[config.mk]
export PLATFORM = sky130hd
export DESIGN_NAME = alveo_shell
export DESIGN_NICKNAME = d
export VERILOG_FILES = /design/src/hdl/alveo_shell_pkg.sv /design/src/hdl/syscfg_reg_pkg.sv /design/src/hdl/alveo_shell_decoder.sv /design/src/hdl/syscfg_reg_blk.sv /design/src/hdl/alveo_shell_dna.sv /design/src/hdl/alveo_shell_stream_fifo.sv /design/src/hdl/alveo_shell.sv
export VERILOG_INCLUDE_DIRS = /design/src /design/src/include
export SDC_FILE = /design/constraint.sdc
export NUM_CORES = 1
export LEC_CHECK = 0
export BUFFER_PORTS_ARGS = -buffer_cell sky130_fd_sc_hd__buf_2
export CORE_MARGIN = 2
export CORE_UTILIZATION = 25
export DETAILED_ROUTE_END_ITERATION = 8
export PLACE_DENSITY = 0.48
export SYNTH_ARGS = -nofsm -noshare
export SYNTH_HDL_FRONTEND = slang
export SYNTH_SLANG_ARGS = --single-unit
[constraint.sdc]
create_clock -name i_clk -period 7.41 [get_ports i_clk]
set_input_delay 1.8525 -clock i_clk [delete_from_list [all_inputs] [get_ports i_clk]]
set_output_delay 1.8525 -clock i_clk [all_outputs]
set_load 0.02 [all_outputs]
[src/include/alveo_shell_defines.svh]
`ifndef ALVEO_SHELL_DEFINES_SVH
`define ALVEO_SHELL_DEFINES_SVH

// Host APB bus
`define ALVEO_APB_ADDR_WID 16
`define ALVEO_APB_DATA_WID 32

// Device identifier, read back as three APB words
`define ALVEO_DNA_WID 96

// Application stream path
`define ALVEO_STREAM_WID 32
// Power of two, 4 or more
`define ALVEO_FIFO_DEPTH 16

// Constant register contents
`define ALVEO_BUILD_TIMESTAMP 32'h5F3A_1C20
`define ALVEO_UNMAPPED_RDATA 32'hDEAD_C0DE

`endif

[src/hdl/alveo_shell_pkg.sv]
`default_nettype none

package alveo_shell_pkg;

    // Platform address map, taken from paddr[13:12]
    // Each region is a 4 KB window
    typedef enum logic [1:0] {
        REGION_SYSCFG = 2'd0,
        REGION_FIFO   = 2'd1,
        REGION_NONE_2 = 2'd2,
        REGION_NONE_3 = 2'd3
    } apb_region_e;

    // DNA reader sequence
    // One read pulse, then one shift per identifier bit
    typedef enum logic [1:0] {
        IDLE,
        READ,
        SHIFT,
        DONE
    } dna_state_e;

endpackage : alveo_shell_pkg

`default_nettype wire

[src/hdl/syscfg_reg_pkg.sv]
`default_nettype none

package syscfg_reg_pkg;

    // System config window, byte offsets within the region
    typedef enum logic [11:0] {
        // Bit 0 is dna_valid
        STATUS  = 12'h000,
        BUILD   = 12'h004,
        SCRATCH = 12'h008,
        // Identifier, most significant word first
        DNA_HI  = 12'h00C,
        DNA_MID = 12'h010,
        DNA_LO  = 12'h014
    } syscfg_reg_e;

    // Stream FIFO window, read only
    typedef enum logic [11:0] {
        PKT_COUNT = 12'h000,
        LEVEL     = 12'h004
    } fifo_reg_e;

endpackage : syscfg_reg_pkg

`default_nettype wire

[src/hdl/alveo_shell_decoder.sv]
`timescale 1ns/100ps
`default_nettype none

`include "alveo_shell_defines.svh"

module alveo_shell_decoder
    import alveo_shell_pkg::*;
(
    input  wire logic                           i_clk,
    input  wire logic                           i_rst,
    // Host APB
    input  wire logic                           i_psel,
    input  wire logic                           i_penable,
    input  wire logic                           i_pwrite,
    input  wire logic [`ALVEO_APB_ADDR_WID-1:0] i_paddr,
    output logic      [`ALVEO_APB_DATA_WID-1:0] o_prdata,
    output logic                                o_pready,
    output logic                                o_pslverr,
    // System config target
    output logic                                o_syscfg_psel,
    input  wire logic [`ALVEO_APB_DATA_WID-1:0] i_syscfg_prdata,
    input  wire logic                           i_syscfg_pready,
    input  wire logic                           i_syscfg_pslverr,
    // Stream FIFO target
    output logic                                o_fifo_psel,
    input  wire logic [`ALVEO_APB_DATA_WID-1:0] i_fifo_prdata,
    input  wire logic                           i_fifo_pready,
    input  wire logic                           i_fifo_pslverr
);

    apb_region_e region;
    logic        access;

    assign region = apb_region_e'(i_paddr[13:12]);
    // Zero-wait access phase
    assign access = i_psel && i_penable;

    // ==========================================================
    // Target selects
    // ==========================================================
    assign o_syscfg_psel = i_psel && (region == REGION_SYSCFG);
    assign o_fifo_psel   = i_psel && (region == REGION_FIFO);

    // ==========================================================
    // Response mux
    // ==========================================================
    always_comb begin
        case (region)
            REGION_SYSCFG: begin
                o_prdata  = i_syscfg_prdata;
                o_pready  = i_syscfg_pready;
                o_pslverr = i_syscfg_pslverr;
            end
            REGION_FIFO: begin
                o_prdata  = i_fifo_prdata;
                o_pready  = i_fifo_pready;
                o_pslverr = i_fifo_pslverr;
            end
            // Terminator, completes with an error
            REGION_NONE_2, REGION_NONE_3: begin
                o_prdata  = `ALVEO_UNMAPPED_RDATA;
                o_pready  = access;
                o_pslverr = access;
            end
        endcase
    end

    // ==========================================================
    // Assertions
    // ==========================================================
    // No two targets selected at once
    a_sel_onehot0 : assert property (@(posedge i_clk) disable iff (i_rst)
        $onehot0({o_syscfg_psel, o_fifo_psel}));

    // Host holds the address from setup into access
    a_paddr_stable : assert property (@(posedge i_clk) disable iff (i_rst)
        (i_psel && !i_penable) |=> (i_penable && $stable(i_paddr)));

endmodule : alveo_shell_decoder

`default_nettype wire

[src/hdl/syscfg_reg_blk.sv]
`timescale 1ns/100ps
`default_nettype none

`include "alveo_shell_defines.svh"

module syscfg_reg_blk
    import syscfg_reg_pkg::*;
(
    input  wire logic                           i_clk,
    input  wire logic                           i_rst,
    // APB target
    input  wire logic                           i_psel,
    input  wire logic                           i_penable,
    input  wire logic                           i_pwrite,
    input  wire logic [`ALVEO_APB_ADDR_WID-1:0] i_paddr,
    input  wire logic [`ALVEO_APB_DATA_WID-1:0] i_pwdata,
    output logic      [`ALVEO_APB_DATA_WID-1:0] o_prdata,
    output logic                                o_pready,
    output logic                                o_pslverr,
    // Device identifier from the DNA reader
    input  wire logic                           i_dna_valid,
    input  wire logic [`ALVEO_DNA_WID-1:0]      i_dna
);

    syscfg_reg_e                    reg_sel;
    logic                           access;
    logic                           reg_ro;
    logic                           reg_bad;
    logic [`ALVEO_APB_DATA_WID-1:0] rd_data;
    logic [`ALVEO_APB_DATA_WID-1:0] scratch;

    // Offset within the 4 KB window
    assign reg_sel = syscfg_reg_e'(i_paddr[11:0]);
    assign access  = i_psel && i_penable;

    // ==========================================================
    // Read decode
    // ==========================================================
    always_comb begin
        reg_ro  = 1'b1;
        reg_bad = 1'b0;
        rd_data = '0;
        case (reg_sel)
            STATUS:  rd_data = {{(`ALVEO_APB_DATA_WID-1){1'b0}}, i_dna_valid};
            BUILD:   rd_data = `ALVEO_BUILD_TIMESTAMP;
            SCRATCH: begin
                rd_data = scratch;
                reg_ro  = 1'b0;
            end
            // Identifier words stay 0 until the reader is done
            DNA_HI:  rd_data = i_dna_valid ? i_dna[95:64] : '0;
            DNA_MID: rd_data = i_dna_valid ? i_dna[63:32] : '0;
            DNA_LO:  rd_data = i_dna_valid ? i_dna[31:0] : '0;
            default: reg_bad = 1'b1;
        endcase
    end

    // ==========================================================
    // APB response
    // ==========================================================
    assign o_prdata  = rd_data;
    assign o_pready  = access;
    // Unknown offset, or write to a read-only word
    assign o_pslverr = access && (reg_bad || (i_pwrite && reg_ro));

    // ==========================================================
    // Scratch register
    // ==========================================================
    always_ff @(posedge i_clk) begin
        if (i_rst) begin
            scratch <= '0;
        end else if (access && i_pwrite && (reg_sel == SCRATCH)) begin
            scratch <= i_pwdata;
        end
    end

    // ==========================================================
    // Assertions
    // ==========================================================
    // Every completion follows its own setup cycle
    a_pready_access : assert property (@(posedge i_clk) disable iff (i_rst)
        o_pready |-> (i_psel && i_penable && $past(i_psel && !i_penable)));

endmodule : syscfg_reg_blk

`default_nettype wire

[src/hdl/alveo_shell_dna.sv]
`timescale 1ns/100ps
`default_nettype none

`include "alveo_shell_defines.svh"

module alveo_shell_dna
    import alveo_shell_pkg::*;
(
    input  wire logic                      i_clk,
    input  wire logic                      i_rst,
    // Device identifier port
    output logic                           o_dna_read,
    output logic                           o_dna_shift,
    input  wire logic                      i_dna_dout,
    // Collected identifier
    output logic                           o_dna_valid,
    output logic      [`ALVEO_DNA_WID-1:0] o_dna
);

    localparam int CNT_WID = $clog2(`ALVEO_DNA_WID);

    dna_state_e               state;
    logic [CNT_WID-1:0]       bit_cnt;
    logic [`ALVEO_DNA_WID-1:0] dna_sr;

    // ==========================================================
    // Sequencer
    // ==========================================================
    always_ff @(posedge i_clk) begin
        if (i_rst) begin
            state   <= IDLE;
            bit_cnt <= '0;
        end else begin
            case (state)
                // Leave on the first edge out of reset
                IDLE:  state <= READ;
                READ:  state <= SHIFT;
                SHIFT: begin
                    bit_cnt <= bit_cnt + 1'b1;
                    if (bit_cnt == CNT_WID'(`ALVEO_DNA_WID - 1)) begin
                        state <= DONE;
                    end
                end
                // Held until the next reset
                DONE:  state <= DONE;
            endcase
        end
    end

    // Device presents MSB first, one bit per shift
    always_ff @(posedge i_clk) begin
        if (state == SHIFT) begin
            dna_sr <= {dna_sr[`ALVEO_DNA_WID-2:0], i_dna_dout};
        end
    end

    // Port controls
    assign o_dna_read  = (state == READ);
    assign o_dna_shift = (state == SHIFT);
    assign o_dna_valid = (state == DONE);
    assign o_dna       = dna_sr;

    // ==========================================================
    // Assertions
    // ==========================================================
    a_read_shift_excl : assert property (@(posedge i_clk) disable iff (i_rst)
        !(o_dna_read && o_dna_shift));

endmodule : alveo_shell_dna

`default_nettype wire

[src/hdl/alveo_shell_stream_fifo.sv]
`timescale 1ns/100ps
`default_nettype none

`include "alveo_shell_defines.svh"

module alveo_shell_stream_fifo
    import syscfg_reg_pkg::*;
(
    input  wire logic                           i_clk,
    input  wire logic                           i_rst,
    // Stream in
    input  wire logic                           i_s_tvalid,
    input  wire logic [`ALVEO_STREAM_WID-1:0]   i_s_tdata,
    input  wire logic                           i_s_tlast,
    output logic                                o_s_tready,
    // Stream out
    output logic                                o_m_tvalid,
    output logic      [`ALVEO_STREAM_WID-1:0]   o_m_tdata,
    output logic                                o_m_tlast,
    input  wire logic                           i_m_tready,
    // APB target, read only
    input  wire logic                           i_psel,
    input  wire logic                           i_penable,
    input  wire logic                           i_pwrite,
    input  wire logic [`ALVEO_APB_ADDR_WID-1:0] i_paddr,
    output logic      [`ALVEO_APB_DATA_WID-1:0] o_prdata,
    output logic                                o_pready,
    output logic                                o_pslverr
);

    localparam int DEPTH   = `ALVEO_FIFO_DEPTH;
    localparam int AW      = $clog2(DEPTH);
    localparam int LVL_WID = AW + 1;

    // Entry is {tlast, tdata}
    logic [`ALVEO_STREAM_WID:0]     mem [DEPTH];
    logic [AW-1:0]                  wr_ptr;
    logic [AW-1:0]                  rd_ptr;
    logic [LVL_WID-1:0]             level;
    logic [LVL_WID-1:0]             mem_cnt;
    logic                           push;
    logic                           pop_mem;
    logic                           out_xfer;
    logic [`ALVEO_APB_DATA_WID-1:0] pkt_cnt;
    logic                           access;
    fifo_reg_e                      reg_sel;

    // ==========================================================
    // Buffer control
    // ==========================================================
    // Level includes the output register
    assign mem_cnt    = level - LVL_WID'(o_m_tvalid);
    assign o_s_tready = (level < LVL_WID'(DEPTH));
    assign push       = i_s_tvalid && o_s_tready;
    assign out_xfer   = o_m_tvalid && i_m_tready;
    // Refill output register when empty or draining
    assign pop_mem    = (mem_cnt != '0) && (!o_m_tvalid || i_m_tready);

    always_ff @(posedge i_clk) begin
        if (push) begin
            mem[wr_ptr] <= {i_s_tlast, i_s_tdata};
        end
        if (pop_mem) begin
            {o_m_tlast, o_m_tdata} <= mem[rd_ptr];
        end
    end

    always_ff @(posedge i_clk) begin
        if (i_rst) begin
            wr_ptr     <= '0;
            rd_ptr     <= '0;
            level      <= '0;
            o_m_tvalid <= 1'b0;
            pkt_cnt    <= '0;
        end else begin
            if (push) wr_ptr <= wr_ptr + 1'b1;
            if (pop_mem) rd_ptr <= rd_ptr + 1'b1;
            level <= level + LVL_WID'(push) - LVL_WID'(out_xfer);
            if (pop_mem) begin
                o_m_tvalid <= 1'b1;
            end else if (out_xfer) begin
                o_m_tvalid <= 1'b0;
            end
            // Completed packets, counted at the output
            if (out_xfer && o_m_tlast) pkt_cnt <= pkt_cnt + 1'b1;
        end
    end

    // ==========================================================
    // Register window
    // ==========================================================
    assign reg_sel  = fifo_reg_e'(i_paddr[11:0]);
    assign access   = i_psel && i_penable;
    assign o_pready = access;

    always_comb begin
        case (reg_sel)
            PKT_COUNT: o_prdata = pkt_cnt;
            LEVEL:     o_prdata = `ALVEO_APB_DATA_WID'(level);
            default:   o_prdata = '0;
        endcase
    end

    // Window has no writable words
    assign o_pslverr = access && (i_pwrite || ((reg_sel != PKT_COUNT) && (reg_sel != LEVEL)));

    // ==========================================================
    // Assertions
    // ==========================================================
    a_level_max : assert property (@(posedge i_clk) disable iff (i_rst)
        level <= LVL_WID'(DEPTH));

    // Stalled beat held unchanged
    a_out_stable : assert property (@(posedge i_clk) disable iff (i_rst)
        (o_m_tvalid && !i_m_tready) |=>
            (o_m_tvalid && $stable(o_m_tdata) && $stable(o_m_tlast)));

endmodule : alveo_shell_stream_fifo

`default_nettype wire

[src/hdl/alveo_shell.sv]
`timescale 1ns/100ps
`default_nettype none

`include "alveo_shell_defines.svh"

module alveo_shell (
    input  wire logic                           i_clk,
    input  wire logic                           i_rst,
    // Host APB
    input  wire logic                           i_psel,
    input  wire logic                           i_penable,
    input  wire logic                           i_pwrite,
    input  wire logic [`ALVEO_APB_ADDR_WID-1:0] i_paddr,
    input  wire logic [`ALVEO_APB_DATA_WID-1:0] i_pwdata,
    output logic      [`ALVEO_APB_DATA_WID-1:0] o_prdata,
    output logic                                o_pready,
    output logic                                o_pslverr,
    // Device identifier port
    output logic                                o_dna_read,
    output logic                                o_dna_shift,
    input  wire logic                           i_dna_dout,
    // Application stream
    input  wire logic                           i_s_tvalid,
    input  wire logic [`ALVEO_STREAM_WID-1:0]   i_s_tdata,
    input  wire logic                           i_s_tlast,
    output logic                                o_s_tready,
    output logic                                o_m_tvalid,
    output logic      [`ALVEO_STREAM_WID-1:0]   o_m_tdata,
    output logic                                o_m_tlast,
    input  wire logic                           i_m_tready
);

    // Per-target APB returns
    logic                           syscfg_psel;
    logic [`ALVEO_APB_DATA_WID-1:0] syscfg_prdata;
    logic                           syscfg_pready;
    logic                           syscfg_pslverr;
    logic                           fifo_psel;
    logic [`ALVEO_APB_DATA_WID-1:0] fifo_prdata;
    logic                           fifo_pready;
    logic                           fifo_pslverr;
    // Identifier from reader to register block
    logic                           dna_valid;
    logic [`ALVEO_DNA_WID-1:0]      dna;

    // ==========================================================
    // Platform decoder
    // ==========================================================
    alveo_shell_decoder i_alveo_shell_decoder (
        .i_clk            ( i_clk ),
        .i_rst            ( i_rst ),
        .i_psel           ( i_psel ),
        .i_penable        ( i_penable ),
        .i_pwrite         ( i_pwrite ),
        .i_paddr          ( i_paddr ),
        .o_prdata         ( o_prdata ),
        .o_pready         ( o_pready ),
        .o_pslverr        ( o_pslverr ),
        .o_syscfg_psel    ( syscfg_psel ),
        .i_syscfg_prdata  ( syscfg_prdata ),
        .i_syscfg_pready  ( syscfg_pready ),
        .i_syscfg_pslverr ( syscfg_pslverr ),
        .o_fifo_psel      ( fifo_psel ),
        .i_fifo_prdata    ( fifo_prdata ),
        .i_fifo_pready    ( fifo_pready ),
        .i_fifo_pslverr   ( fifo_pslverr )
    );

    // ==========================================================
    // System config registers and DNA reader
    // ==========================================================
    syscfg_reg_blk i_syscfg_reg_blk (
        .i_clk       ( i_clk ),
        .i_rst       ( i_rst ),
        .i_psel      ( syscfg_psel ),
        .i_penable   ( i_penable ),
        .i_pwrite    ( i_pwrite ),
        .i_paddr     ( i_paddr ),
        .i_pwdata    ( i_pwdata ),
        .o_prdata    ( syscfg_prdata ),
        .o_pready    ( syscfg_pready ),
        .o_pslverr   ( syscfg_pslverr ),
        .i_dna_valid ( dna_valid ),
        .i_dna       ( dna )
    );

    alveo_shell_dna i_alveo_shell_dna (
        .i_clk       ( i_clk ),
        .i_rst       ( i_rst ),
        .o_dna_read  ( o_dna_read ),
        .o_dna_shift ( o_dna_shift ),
        .i_dna_dout  ( i_dna_dout ),
        .o_dna_valid ( dna_valid ),
        .o_dna       ( dna )
    );

    // ==========================================================
    // Stream path
    // ==========================================================
    alveo_shell_stream_fifo i_alveo_shell_stream_fifo (
        .i_clk      ( i_clk ),
        .i_rst      ( i_rst ),
        .i_s_tvalid ( i_s_tvalid ),
        .i_s_tdata  ( i_s_tdata ),
        .i_s_tlast  ( i_s_tlast ),
        .o_s_tready ( o_s_tready ),
        .o_m_tvalid ( o_m_tvalid ),
        .o_m_tdata  ( o_m_tdata ),
        .o_m_tlast  ( o_m_tlast ),
        .i_m_tready ( i_m_tready ),
        .i_psel     ( fifo_psel ),
        .i_penable  ( i_penable ),
        .i_pwrite   ( i_pwrite ),
        .i_paddr    ( i_paddr ),
        .o_prdata   ( fifo_prdata ),
        .o_pready   ( fifo_pready ),
        .o_pslverr  ( fifo_pslverr )
    );

endmodule : alveo_shell

`default_nettype wire

==> qor.csv <==
metric;value;unit
data required time of the critical path;5.56;ns
fmax;160;MHz
static leakage;11.5;nW
H-tree Lvls;3;
Synth Warn #;0;
DRC;0;
Crit-path slowest cell;nor4_1;
setup TNS;0;ns
post-CTS sizing;0;
Final Setup Violations;0;
layout cell share with drive strength beyond 1;0.226;
maxcap violations;0;
cell mode on critical path;buf_2;
clock-pin slew on the worst setup and hold paths;0.06;ns
vias in the first global route;16700;
die area;120000;um2
# fillers;11600;
register area share after synthesis;0.730;
first-pass GRT wire length;112;mm
critical-path cell list;buf_2 -> or4_1 -> nor4_1 -> buf_4 -> a22o_1 -> a221oi_1 -> o21ai_0 -> buf_2;
FF/Latch Area;21500;um2
Slew Limit Fails;0;
WHS;0.443;ns
unrepaired setup endpoints after global routing;false;
Most used DFF post-synth;edfxtp_1;
DP Worst Slack;1.23;ns
TritonCTS clock tree;done;
grt total ovfl;0;
number of core rows;125;
Synth Register Bits;744;
number of vias per cell;4.59;
GR Util All Layers;0.124;
DP HPWL;43.8;mm
crit path kind;in2out;
WL/cell;21.5;um
Peak VDD IR;0.196;mV
Period minus WS final;6.27;ns
antenna violations before repair;7;
clk_skew;0.0432;ns
Crit Path Max Fanout;10;
GP Congestion;0.781;
asr flop ratio synth;0;
Placed Cells;3385;
Final Util;0.299;
count of non-filler cells in the finished layout;3540;
hold crit path type;reg2reg;
die width;347;um
Initial Utilization;0.253;
DRT Wirelength;76.0;mm
Slew headroom;0.265;
clk sinks;744;
DR vias;16300;
Post-synth EDFFs;657;
hold_buf cts;0;
area of the multi-input gates;7580;um2
Mapped Nets;1871;
Fin. Hold Viols;0;
initial detailed-routing violation count;1245;
post-route ant nets;0;
Post-Synthesis Cells;1766;
postcts setup bufs;0;
final worst-path cycle share;0.846;
Num CTS Buffers;83;
post-synthesis area per instance;16.6;um2
Die Span Y;347;um
synthesized cell area;29400;um2
Worst-Skew Late Latency;0.68;ns
area of the core;116000;um2
Port Buffers;157;
run status;complete, no violations;
actual slew at the worst max-slew pin;1.10;ns
Nets;2051;
Synth cell types;68;
Power Dens Cells;314;nW/um2
Clock Tree Root;clkbuf_16;
pin count of the biggest net entering global routing;89;
Layout area overhead;18.2;%
critical path capture point type;primary output;
Worst Setup Slack, final;1.14;ns
Worst Setup Start Kind;input pin;
io pins;160;
drt pass-1 iters;7;
CP arrival;4.42;ns
Clock Tree Buf Depth;3;
CP max stage delay;0.68;ns
-- synthesized netlist by cell type (all sizes together), types with 2 or more instances --
cell	n	share of area
nand4b	2	0.00060
mux2	37	0.014
mux2i	144	0.049
xnor2	13	0.0039
buf	36	0.0061
a221o	7	0.0024
a21o	7	0.0018
nand2	61	0.0079
or2	4	0.00085
nand3b	2	0.00051
inv	17	0.0022
or3b	2	0.00060
a22o	7	0.0021
o21a	8	0.0020
o31ai	2	0.00051
and4	2	0.00060
a2bb2oi	7	0.0021
or3	7	0.0015
a22oi	42	0.011
nand2b	3	0.00064
a222oi	6	0.0020
or4	5	0.0015
a21oi	74	0.013
o2bb2ai	7	0.0021
nand4	16	0.0039
nor2b	9	0.0019
a21boi	2	0.00051
nand3	21	0.0036
nor3b	2	0.00089
ha	15	0.0064
nor3	18	0.0036
edfxtp	657	0.67
and2	6	0.0013
and3	4	0.00085
xor2	26	0.0077
a221oi	43	0.013
mux4	66	0.051
nor2	105	0.013
dfxtp	87	0.059
a31oi	6	0.0013
nor4	8	0.0032
clkbuf	63	0.0081
o21ai	98	0.017
-- critical path: cells and delay by family --
| family | cells | cell delay, ns |
|---|---|---|
| buffers and inverters | 3 | 0.71 |
| and+or+nand+nor | 2 | 1.33 |
| AOI/OAI and AO/OA | 3 | 0.52 |
-- power breakdown --
part           total, mW  switching (mW)  internal, mW  leakage (nW)
sequential          5.10           0.220          4.88          6.69
clock               3.99            1.73          2.25          1.28
combinational       1.84            1.03         0.807          3.54
total               10.9            2.98          7.94          11.5
-- cells by family after synthesis --
family / Yosys count / share of synthesized area
buffers and inverters: 116 / 0.0164
DFF: 744 / 0.730
AOI/OAI and AO/OA: 324 / 0.0720
muxes: 247 / 0.114
xor gates and xnor gates: 39 / 0.0116
and+or+nand+nor: 280 / 0.0486
adders and majority gates: 16 / 0.00707
-- per-stage QoR --
step                cell area [um2]  power [mW]
global route                  34700        11.4
global placement              32100        7.05
floorplan                     29400        6.44
detailed placement            32100        7.08
finish                        34800        10.9
CTS                           34700        11.1
-- layout make-up --
type                       instances  area share
antenna                            1   0.0000720
clock buffer                     105      0.0639
clock inverter                    49      0.0124
inverter                          17     0.00184
multi-input combinational        906       0.218
sequential                       744       0.618
tap                             1524      0.0549
timing repair buffer             194      0.0307
-- metal layers --
layer	share of wire	track usage	up-vias	routed length, um
met3	0.047	0.0237	129	3580
met4	0.026	0.0391	6	1960
met5	0.00049	0	-	37
li1	-	-	7373	-
met1	0.43	0.160	8346	33000
met2	0.49	0.211	401	37400
-- layout by cell type, fill, tap and decap left out, drive strengths merged, types with 22 or more instances in the layout --
master,n
mux2i,144
a21oi,74
dfxtp,87
o21ai,98
a221oi,43
nor2,105
clkbuf,105
inv,22
xor2,26
mux2,37
nand2,61
edfxtp,657
clkinv,38
mux4,66
a22oi,42
buf,194
-- final timing paths --
kind / to / from / cells after the start / slack (ns)
setup / recovery: o_prdata[22] / i_paddr[4] / 8 / 1.14
hold / removal: i_alveo_shell_dna.o_dna[27] / i_alveo_shell_dna.o_dna[26] / 0 / 0.44
setup reg to reg: i_alveo_shell_stream_fifo.o_m_tdata[0] / i_alveo_shell_stream_fifo.rd_ptr[2] / 6 / 4.10
hold reg to reg: i_alveo_shell_dna.o_dna[27] / i_alveo_shell_dna.o_dna[26] / 0 / 0.44
-- registers in the layout, summed over array words and instances, names as in the netlist --
signal	cells
i_alveo_shell_stream_fifo.pkt_cnt	32
i_alveo_shell_stream_fifo.o_m_tdata	32
i_alveo_shell_stream_fifo.rd_ptr	4
i_alveo_shell_dna.state	2
i_alveo_shell_stream_fifo.o_m_tlast	1
i_alveo_shell_stream_fifo.o_m_tvalid	1
i_alveo_shell_dna.o_dna	96
i_alveo_shell_dna.bit_cnt	7
i_alveo_shell_stream_fifo.level	5
i_alveo_shell_stream_fifo.wr_ptr	4
i_alveo_shell_stream_fifo.mem	528
i_syscfg_reg_blk.scratch	32
Note: power is estimated with default switching activity, not from simulation.
